[config.mk]
export PLATFORM = sky130hd
export DESIGN_NAME = clos_fabric
export DESIGN_NICKNAME = d
export VERILOG_FILES = /design/src/design/clos_pkg.sv /design/src/design/input_switch.sv /design/src/design/central_switch.sv /design/src/design/clos_fabric.sv
export VERILOG_INCLUDE_DIRS = /design/src /design/src/design
export SDC_FILE = /design/constraint.sdc
export NUM_CORES = 1
export LEC_CHECK = 0
export BUFFER_PORTS_ARGS = -buffer_cell sky130_fd_sc_hd__buf_4
export CAP_MARGIN = 0
export CELL_PAD_IN_SITES_DETAIL_PLACEMENT = 1
export CELL_PAD_IN_SITES_GLOBAL_PLACEMENT = 1
export CORE_MARGIN = 2
export CORE_UTILIZATION = 44
export DETAILED_ROUTE_END_ITERATION = 10
export PLACE_DENSITY_LB_ADDON = 0.1
export SLEW_MARGIN = 15
export SYNTH_ARGS = -nofsm -noshare
export SYNTH_HDL_FRONTEND = slang
export SYNTH_SLANG_ARGS = --single-unit
[constraint.sdc]
create_clock -name clk -period 5.7 [get_ports clk]
set_input_delay 0.285 -clock clk [delete_from_list [all_inputs] [get_ports clk]]
set_output_delay 0.285 -clock clk [all_outputs]
set_load 0.05 [all_outputs]
[src/design/clos_params.svh]
// sizes of the synchronous data Clos network
// CLOS_NN must equal CLOS_MN, since central module i drives sub-channel i
// of every output port and there are no output modules
// CLOS_PORTS is fixed by the five-port router and is not a free choice
`ifndef CLOS_PARAMS_SVH
`define CLOS_PARAMS_SVH

// number of central modules
`define CLOS_MN 2

// sub-channels per router port, equal to CLOS_MN
`define CLOS_NN 2

// data width of one sub-channel
`define CLOS_DW 8

// south, west, north, east, local
`define CLOS_PORTS 5

`endif

[src/design/clos_pkg.sv]
// port indices and central configuration word layout
// south and north outputs only turn from the opposite port or local
package clos_pkg;

   typedef enum logic [2:0] {
      dir_south = 3'd0,
      dir_west  = 3'd1,
      dir_north = 3'd2,
      dir_east  = 3'd3,
      dir_local = 3'd4
   } port_dir_e;

   // bit position in a central configuration word
   // four-bit words list the other four ports in port order
   typedef enum logic [1:0] {
      src_first  = 2'd0,  // opposite port in a two-bit word
      src_second = 2'd1,  // local in a two-bit word
      src_third  = 2'd2,
      src_fourth = 2'd3
   } src_sel_e;

   // source port behind bit b of the word for output d
   function automatic port_dir_e src_port(port_dir_e d, src_sel_e b);
      logic [2:0] p;
      if (d == dir_south || d == dir_north) begin
         if (b == src_first) begin
            p = (d == dir_south) ? dir_north : dir_south;
         end else begin
            p = dir_local;
         end
      end else begin
         p = ({1'b0, b} < d) ? {1'b0, b} : {1'b0, b} + 3'd1;  // skip own port
      end
      return port_dir_e'(p);
   endfunction

endpackage

[src/design/input_switch.sv]
// input module of the Clos network, NN sub-channels onto MN registered outputs
// cfg[m][n] set routes sub-channel n to output m, one flit held per output
// cfg is static while traffic flows; unselected sub-channels see ready low
`timescale 1ns/1ps
`include "clos_params.svh"

module input_switch (
   input  logic                              clk,
   input  logic                              rst,
   input  logic [`CLOS_NN-1:0]               in_valid,
   input  logic [`CLOS_NN-1:0]               in_eof,
   input  logic [`CLOS_NN-1:0][`CLOS_DW-1:0] in_data,
   output logic [`CLOS_NN-1:0]               in_ready,
   input  logic [`CLOS_MN-1:0][`CLOS_NN-1:0] cfg,
   output logic [`CLOS_MN-1:0]               out_valid,
   output logic [`CLOS_MN-1:0]               out_eof,
   output logic [`CLOS_MN-1:0][`CLOS_DW-1:0] out_data,
   input  logic [`CLOS_MN-1:0]               out_ready
);

   logic [`CLOS_MN-1:0]               load_ok;  // register empty or draining
   logic [`CLOS_MN-1:0]               take;     // flit enters the register
   logic [`CLOS_MN-1:0]               mux_eof;
   logic [`CLOS_MN-1:0][`CLOS_DW-1:0] mux_data;
   logic [`CLOS_NN-1:0][`CLOS_MN-1:0] cfg_t;    // selection seen per sub-channel

   assign load_ok = ~out_valid | out_ready;

   always_comb begin
      for (int n = 0; n < `CLOS_NN; n++) begin
         for (int m = 0; m < `CLOS_MN; m++) begin
            cfg_t[n][m] = cfg[m][n];
         end
      end
   end

   // low when nothing selects the sub-channel, else AND over all selecting outputs
   always_comb begin
      for (int n = 0; n < `CLOS_NN; n++) begin
         in_ready[n] = (|cfg_t[n]) & (&(~cfg_t[n] | load_ok));
      end
   end

   always_comb begin
      for (int m = 0; m < `CLOS_MN; m++) begin
         take[m]     = |(cfg[m] & in_valid & in_ready);
         mux_eof[m]  = 1'b0;
         mux_data[m] = '0;
         for (int n = 0; n < `CLOS_NN; n++) begin
            if (cfg[m][n]) begin
               mux_eof[m]  = in_eof[n];
               mux_data[m] = in_data[n];
            end
         end
      end
   end

   // full flags
   always_ff @(posedge clk) begin
      if (rst) begin
         out_valid <= '0;
      end else begin
         for (int m = 0; m < `CLOS_MN; m++) begin
            if (load_ok[m]) begin
               out_valid[m] <= take[m];  // refill as the old flit leaves
            end
         end
      end
   end

   always_ff @(posedge clk) begin
      for (int m = 0; m < `CLOS_MN; m++) begin
         if (load_ok[m] && take[m]) begin
            out_data[m] <= mux_data[m];
            out_eof[m]  <= mux_eof[m];
         end
      end
   end

   for (genvar m = 0; m < `CLOS_MN; m++) begin : g_out_chk
      a_cfg_onehot: assert property (@(posedge clk) disable iff (rst)
         $onehot0(cfg[m]));

      // stalled flit must stay put until the central module takes it
      a_hold: assert property (@(posedge clk) disable iff (rst)
         out_valid[m] && !out_ready[m] |=>
            out_valid[m] && $stable(out_data[m]) && $stable(out_eof[m]));
   end

   for (genvar n = 0; n < `CLOS_NN; n++) begin : g_in_chk
      a_no_share: assert property (@(posedge clk) disable iff (rst)
         $onehot0(cfg_t[n]));
   end

endmodule

[src/design/central_switch.sv]
// central module of the Clos network, a five-way switch with XY turn limits
// south and north outputs take only the opposite port or local (2-bit words)
// west, east and local outputs take any other port (4-bit words, see src_sel_e)
// zero word leaves the output idle; one flit held per output
`timescale 1ns/1ps
`include "clos_params.svh"

module central_switch
   import clos_pkg::*;
(
   input  logic                                 clk,
   input  logic                                 rst,
   input  logic [`CLOS_PORTS-1:0]               in_valid,
   input  logic [`CLOS_PORTS-1:0]               in_eof,
   input  logic [`CLOS_PORTS-1:0][`CLOS_DW-1:0] in_data,
   output logic [`CLOS_PORTS-1:0]               in_ready,
   input  logic [1:0]                           s_cfg,
   input  logic [1:0]                           n_cfg,
   input  logic [3:0]                           w_cfg,
   input  logic [3:0]                           e_cfg,
   input  logic [3:0]                           l_cfg,
   output logic [`CLOS_PORTS-1:0]               out_valid,
   output logic [`CLOS_PORTS-1:0]               out_eof,
   output logic [`CLOS_PORTS-1:0][`CLOS_DW-1:0] out_data,
   input  logic [`CLOS_PORTS-1:0]               out_ready
);

   logic [`CLOS_PORTS-1:0][3:0]              cfg_w;  // words indexed by output
   logic [`CLOS_PORTS-1:0][`CLOS_PORTS-1:0]  sel;    // sel[d][p], output d from p
   logic [`CLOS_PORTS-1:0][`CLOS_PORTS-1:0]  sel_t;  // sel_t[p][d]
   logic [`CLOS_PORTS-1:0]                   load_ok;
   logic [`CLOS_PORTS-1:0]                   take;
   logic [`CLOS_PORTS-1:0]                   mux_eof;
   logic [`CLOS_PORTS-1:0][`CLOS_DW-1:0]     mux_data;

   assign cfg_w[dir_south] = {2'b00, s_cfg};
   assign cfg_w[dir_west]  = w_cfg;
   assign cfg_w[dir_north] = {2'b00, n_cfg};
   assign cfg_w[dir_east]  = e_cfg;
   assign cfg_w[dir_local] = l_cfg;

   // turn rules live in src_port, so illegal turns cannot be encoded
   always_comb begin
      sel = '0;
      for (int d = 0; d < `CLOS_PORTS; d++) begin
         for (int k = 0; k < 4; k++) begin
            if (cfg_w[d][k]) begin
               sel[d][src_port(port_dir_e'(d), src_sel_e'(k))] = 1'b1;
            end
         end
      end
   end

   always_comb begin
      for (int p = 0; p < `CLOS_PORTS; p++) begin
         for (int d = 0; d < `CLOS_PORTS; d++) begin
            sel_t[p][d] = sel[d][p];
         end
      end
   end

   assign load_ok = ~out_valid | out_ready;

   always_comb begin
      for (int p = 0; p < `CLOS_PORTS; p++) begin
         in_ready[p] = (|sel_t[p]) & (&(~sel_t[p] | load_ok));  // low if unused
      end
   end

   always_comb begin
      for (int d = 0; d < `CLOS_PORTS; d++) begin
         take[d]     = |(sel[d] & in_valid & in_ready);
         mux_eof[d]  = 1'b0;
         mux_data[d] = '0;
         for (int p = 0; p < `CLOS_PORTS; p++) begin
            if (sel[d][p]) begin
               mux_eof[d]  = in_eof[p];
               mux_data[d] = in_data[p];
            end
         end
      end
   end

   always_ff @(posedge clk) begin
      if (rst) begin
         out_valid <= '0;
      end else begin
         for (int d = 0; d < `CLOS_PORTS; d++) begin
            if (load_ok[d]) begin
               out_valid[d] <= take[d];
            end
         end
      end
   end

   always_ff @(posedge clk) begin
      for (int d = 0; d < `CLOS_PORTS; d++) begin
         if (load_ok[d] && take[d]) begin
            out_data[d] <= mux_data[d];
            out_eof[d]  <= mux_eof[d];
         end
      end
   end

   // one source per output word
   for (genvar d = 0; d < `CLOS_PORTS; d++) begin : g_cfg_chk
      a_cfg_onehot: assert property (@(posedge clk) disable iff (rst)
         $onehot0(cfg_w[d]));
   end

   // a circuit never forks inside the central stage
   for (genvar p = 0; p < `CLOS_PORTS; p++) begin : g_src_chk
      a_no_fork: assert property (@(posedge clk) disable iff (rst)
         $onehot0(sel_t[p]));
   end

endmodule

[src/design/clos_fabric.sv]
// data Clos network of a five-port router, synchronous valid/ready flits
// five input modules feed MN central modules; no output modules
// input to output latency is two cycles; cfg may change only when idle
`timescale 1ns/1ps
`include "clos_params.svh"

module clos_fabric
   import clos_pkg::*;
(
   input  logic                                               clk,
   input  logic                                               rst,
   input  logic [`CLOS_PORTS-1:0][`CLOS_NN-1:0]               in_valid,
   input  logic [`CLOS_PORTS-1:0][`CLOS_NN-1:0]               in_eof,
   input  logic [`CLOS_PORTS-1:0][`CLOS_NN-1:0][`CLOS_DW-1:0] in_data,
   output logic [`CLOS_PORTS-1:0][`CLOS_NN-1:0]               in_ready,
   output logic [`CLOS_PORTS-1:0][`CLOS_NN-1:0]               out_valid,
   output logic [`CLOS_PORTS-1:0][`CLOS_NN-1:0]               out_eof,
   output logic [`CLOS_PORTS-1:0][`CLOS_NN-1:0][`CLOS_DW-1:0] out_data,
   input  logic [`CLOS_PORTS-1:0][`CLOS_NN-1:0]               out_ready,
   input  logic [`CLOS_PORTS-1:0][`CLOS_MN-1:0][`CLOS_NN-1:0] im_cfg,
   input  logic [`CLOS_MN-1:0][1:0]                           s_cfg,
   input  logic [`CLOS_MN-1:0][1:0]                           n_cfg,
   input  logic [`CLOS_MN-1:0][3:0]                           w_cfg,
   input  logic [`CLOS_MN-1:0][3:0]                           e_cfg,
   input  logic [`CLOS_MN-1:0][3:0]                           l_cfg
);

   // input module side, [port][central]
   logic [`CLOS_PORTS-1:0][`CLOS_MN-1:0]               im_valid;
   logic [`CLOS_PORTS-1:0][`CLOS_MN-1:0]               im_eof;
   logic [`CLOS_PORTS-1:0][`CLOS_MN-1:0][`CLOS_DW-1:0] im_data;
   logic [`CLOS_PORTS-1:0][`CLOS_MN-1:0]               im_ready;

   // central module side, [central][port]
   logic [`CLOS_MN-1:0][`CLOS_PORTS-1:0]               cm_in_valid;
   logic [`CLOS_MN-1:0][`CLOS_PORTS-1:0]               cm_in_eof;
   logic [`CLOS_MN-1:0][`CLOS_PORTS-1:0][`CLOS_DW-1:0] cm_in_data;
   logic [`CLOS_MN-1:0][`CLOS_PORTS-1:0]               cm_in_ready;
   logic [`CLOS_MN-1:0][`CLOS_PORTS-1:0]               cm_out_valid;
   logic [`CLOS_MN-1:0][`CLOS_PORTS-1:0]               cm_out_eof;
   logic [`CLOS_MN-1:0][`CLOS_PORTS-1:0][`CLOS_DW-1:0] cm_out_data;
   logic [`CLOS_MN-1:0][`CLOS_PORTS-1:0]               cm_out_ready;

   for (genvar p = dir_south; p <= dir_local; p++) begin : g_im
      input_switch u_im (
         .clk       (clk),
         .rst       (rst),
         .in_valid  (in_valid[p]),
         .in_eof    (in_eof[p]),
         .in_data   (in_data[p]),
         .in_ready  (in_ready[p]),
         .cfg       (im_cfg[p]),
         .out_valid (im_valid[p]),
         .out_eof   (im_eof[p]),
         .out_data  (im_data[p]),
         .out_ready (im_ready[p])
      );

      // IM p output i -> CM i input p
      for (genvar i = 0; i < `CLOS_MN; i++) begin : g_shf
         assign cm_in_valid[i][p] = im_valid[p][i];
         assign cm_in_eof[i][p]   = im_eof[p][i];
         assign cm_in_data[i][p]  = im_data[p][i];
         assign im_ready[p][i]    = cm_in_ready[i][p];
      end
   end

   for (genvar i = 0; i < `CLOS_MN; i++) begin : g_cm
      central_switch u_cm (
         .clk       (clk),
         .rst       (rst),
         .in_valid  (cm_in_valid[i]),
         .in_eof    (cm_in_eof[i]),
         .in_data   (cm_in_data[i]),
         .in_ready  (cm_in_ready[i]),
         .s_cfg     (s_cfg[i]),
         .n_cfg     (n_cfg[i]),
         .w_cfg     (w_cfg[i]),
         .e_cfg     (e_cfg[i]),
         .l_cfg     (l_cfg[i]),
         .out_valid (cm_out_valid[i]),
         .out_eof   (cm_out_eof[i]),
         .out_data  (cm_out_data[i]),
         .out_ready (cm_out_ready[i])
      );

      // CM i output d is sub-channel i of port d
      for (genvar d = dir_south; d <= dir_local; d++) begin : g_out
         assign out_valid[d][i]    = cm_out_valid[i][d];
         assign out_eof[d][i]      = cm_out_eof[i][d];
         assign out_data[d][i]     = cm_out_data[i][d];
         assign cm_out_ready[i][d] = out_ready[d][i];
      end
   end

endmodule

==> key figures <==
Drt
  • Detailed-route DRC error count: 0
  • Detailed Route Iter0 Violations: about 900
  • Total via count after detailed routing: 9,720
  • Detail-routed net length per standard cell: ~25 µm
  • Iteration count of the initial detailed-routing pass: 6
  • Remaining antenna violation count: 0
  • Vias/cell: about 6
  • Drt total wl: about 41 mm

Critical path
  • Slack of the worst reg-to-reg path: 3.00 ns
  • Class of the most critical setup path: flop to output pin
  • Worst Path Arrival: 2.59 ns
  • Endpoint type of the worst setup path: output pin
  • Critical path launch point type: flop
  • Req. time, crit path: about 5.4 ns
  • Worst reg2reg path startpoint: g_cm[0].u_cm.out_valid[1]
  • Critical R2R Capture: g_cm[0].u_cm.out_eof[1]
  • Cells on worst reg2reg path: 5
  • Max Fanout on Critical Path: 5

Timing
  • Highest achievable clock rate: approximately 0.35 GHz
  • Max-slew headroom: 0.353
  • Min Clock Period, post-route: approximately 2.9 ns
  • Slew at the pin closest to its max-slew limit: a little under 1 ns
  • Final worst path period share: 0.505
  • Final-report hold violation count: 0
  • Number of setup violations in the final report: 0
  • Unrepaired setup endpoints after global routing: no
  • Post-Route Skew: 0.0132 ns
  • Total Negative Setup Slacks: 0 ns
  • Min setup slack post-route: ~2.8 ns
  • Max-slew violation count: 0

Worst hold path
  • Hold-critical path endpoint: g_im[3].u_im.out_data[7]
  • Hold WC Path Type: input pin to flop
  • Startpoint of the tightest hold check path: in_data[55]
  • Cell depth of the worst hold path: 2

Global route
  • Initial antenna violation count: 0
  • Pin count of the biggest net entering global routing: 22
  • Total global-route track usage: 0.323
  • Number of global-route vias before repair: approximately 9,600
  • First-pass GRT wire length: about 59 mm
  • Overflow after GRT: 0

Clocking
  • Buffers inserted during post-CTS setup optimization: 0
  • Number of H-tree levels: 4
  • Clk pin slew, worst setup/hold paths: approximately 0.080 ns
  • Quantity of gates resized following cts: 0
  • Inserted Clock Buffers: 17
  • Number of clock sinks seen by CTS: 200
  • Quantity of hold-fixing buffers added after cts: 0
  • Number of buffers on the longest clock path: 2
  • Root buffer selected by CTS: sky130_fd_sc_hd__clkbuf_16
  • CTS tree: yes
  • Skew-Pair Late Insertion Delay: 0.44 ns

Placed design
  • Place WS: between 3 and 4 ns
  • Half-perimeter wire length after placement: between 30 and 40 mm
  • Number of I/O port buffers: around 270
  • Last weighted congestion value of the routability-driven placer: between 0.9 and 1

Synthesis
  • Async S/R FF share, synth: 0
  • Nets in the synthesized netlist: 1,239
  • Average cell area after synthesis: 9.77 µm²
  • Synthesized instance count: ~1,100
  • Most common flop cell mapped by yosys: sky130_fd_sc_hd__edfxtp_1
  • #FFs+latches synth: 200
  • Sequential cell area fraction in the yosys report: 0.553
  • Number of different library cells in the post-synthesis netlist: 56
  • Synth Cell Area: 10,500 µm²
  • Number of enable-type register cells in the synthesized netlist: 180
  • Synth warn: 0

Cells and area
  • N_diodes: 0
  • End-of-flow core utilization: 0.564
  • Area grow syn2layout: 26.0%
  • Fraction of layout instances using a drive strength above 1: 0.247
  • Final net count: between 1,000 and 1,500

Pwr
  • Leakage Power: 0.00517 µW
  • VDD IR max: ~0.19 mV
  • Power density normalized to cell area: 317 nW/µm²

Floorplanning
  • Die width: between 150 and 200 µm
  • Std-Cell Core Area: 23,500 µm²
  • Die Ht: about 160 µm
  • IO Pins: between 200 and 300
  • Initial core utilization: 0.448
  • Area of the die: roughly 25,000 µm²
  • Row cnt: 56

Outcome
  • Outcome: complete, no violations

Job
  • Max-Cap Viols: 0
==> where the power goes <==
part	switching, µW	total (µW)	internal [µW]
clock network	554	1230	671
registers	156	1960	1810
logic	684	1010	325
total	1390	4200	2800
==> placed cells by master, fill, tap and decap left out, types with 2 or more instances in the layout <==
cell type and n:
sky130_fd_sc_hd__a32o_1 3, sky130_fd_sc_hd__clkbuf_1 2, sky130_fd_sc_hd__o31a_1 4, sky130_fd_sc_hd__o21ba_2 2
sky130_fd_sc_hd__nand3b_1 33, sky130_fd_sc_hd__a22oi_1 25, sky130_fd_sc_hd__nand2_1 262, sky130_fd_sc_hd__a31oi_1 4
sky130_fd_sc_hd__a211oi_1 6, sky130_fd_sc_hd__nor4_1 4, sky130_fd_sc_hd__clkinv_2 2, sky130_fd_sc_hd__o21ai_0 125
sky130_fd_sc_hd__edfxtp_1 180, sky130_fd_sc_hd__a22o_1 61, sky130_fd_sc_hd__clkinvlp_4 3, sky130_fd_sc_hd__buf_4 274
sky130_fd_sc_hd__dfxtp_1 20, sky130_fd_sc_hd__o22ai_1 4, sky130_fd_sc_hd__a2111oi_4 2, sky130_fd_sc_hd__a21oi_1 113
sky130_fd_sc_hd__a21boi_0 2, sky130_fd_sc_hd__inv_1 6, sky130_fd_sc_hd__and3_4 2, sky130_fd_sc_hd__a21oi_2 2
sky130_fd_sc_hd__nor3_1 3, sky130_fd_sc_hd__nor2_1 43, sky130_fd_sc_hd__and3_1 2, sky130_fd_sc_hd__o22a_1 5
sky130_fd_sc_hd__and2_1 4, sky130_fd_sc_hd__clkinv_4 2, sky130_fd_sc_hd__nor2b_1 29, sky130_fd_sc_hd__and3b_1 12
sky130_fd_sc_hd__bufinv_16 2, sky130_fd_sc_hd__nand2b_1 4, sky130_fd_sc_hd__nand3_1 3, sky130_fd_sc_hd__clkbuf_8 2
sky130_fd_sc_hd__mux2i_1 2, sky130_fd_sc_hd__a222oi_1 2, sky130_fd_sc_hd__o21a_1 8, sky130_fd_sc_hd__clkbuf_16 17
==> layer usage <==
layer / vias to the layer above / global-route usage / part of all wire
li1: 4381 / - / -
met1: 4760 / 0.433 / 0.42
met2: 498 / 0.518 / 0.47
met3: 81 / 0.0607 / 0.075
met4: 0 / 0.130 / 0.035
met5: - / 0 / 0
==> cell families after synthesis <==
kind of cell | Yosys count | share of synthesized area
mux | 2 | 0.00191
compound gates | 381 | 0.234
simple gates | 408 | 0.180
buf+inv | 84 | 0.0318
flops | 200 | 0.553
==> flip-flops by register name, indices dropped and copies added (netlist names) <==
register / cells
g_cm.u_cm.out_eof: 10
g_im.u_im.out_valid: 10
g_cm.u_cm.out_data: 80
g_cm.u_cm.out_valid: 10
g_im.u_im.out_data: 80
g_im.u_im.out_eof: 10
==> worst max path at each step <==
stage | startpoint | to | slack (ns) | cells after the start
6_report | g_cm[1].u_cm.out_valid[3] | in_ready[5] | 2.82 | 5
5_1_grt | g_cm[1].u_cm.out_valid[3] | in_ready[5] | 2.77 | 5
4_1_cts | g_cm[0].u_cm.out_valid[3] | in_ready[1] | 2.89 | 5
3_5_place_dp | l_cfg[2] | g_im[2].u_im.out_data[9] | 3.01 | 6
3_3_place_gp | l_cfg[2] | g_im[2].u_im.out_data[15] | 3.12 | 6
2_1_floorplan | g_cm[0].u_cm.out_valid[3] | in_ready[1] | 2.84 | 4
==> synth_stat cells (all sizes together), types with 5 or more instances <==
cell type  count  area, µm²
and3b         12        105
o21a           8       60.1
o21ai        126        631
a22oi         26        200
nor4           5       37.5
a22o          61        534
clkbuf        65        244
dfxtp         20        400
edfxtp       180       5410
nor2b         30        195
a211oi         6       45.0
nor2          43        161
o22a           5       43.8
a21oi        115        583
buf           13       67.6
inv            6       22.5
nand2        262        983
nand3b        33        248
==> per-stage QoR <==
stage	cell area [µm²]	hold WS [ns]	std cells	total power [µW]
after CTS	13200	0.130	1622	4190
after global placement	12700	0.524	1590	2960
final	13200	0.143	1622	4200
after global routing	13200	0.143	1622	4330
after floorplan	10500	0.348	1075	2540
after detailed placement	12700	0.542	1590	2990
==> worst max-delay path: stages, from the launching register on <==
cell,delay [ns]
sky130_fd_sc_hd__dfxtp_1,0.33
sky130_fd_sc_hd__nor2b_1,0.16
sky130_fd_sc_hd__a222oi_1,0.72
sky130_fd_sc_hd__a21oi_1,0.19
sky130_fd_sc_hd__nor3_1,0.46
sky130_fd_sc_hd__buf_4,0.29
==> final cells by class <==
cell class	count	area, µm²
fillers	2649	10200
flip-flops and latches	200	5810
multi-input cells	791	4370
repair buffers	274	2060
clock buffers	21	460
well taps	319	399
clock inverters	11	123
inverters	6	22.5
No activity file was read; power rests on OpenSTA's default activity.
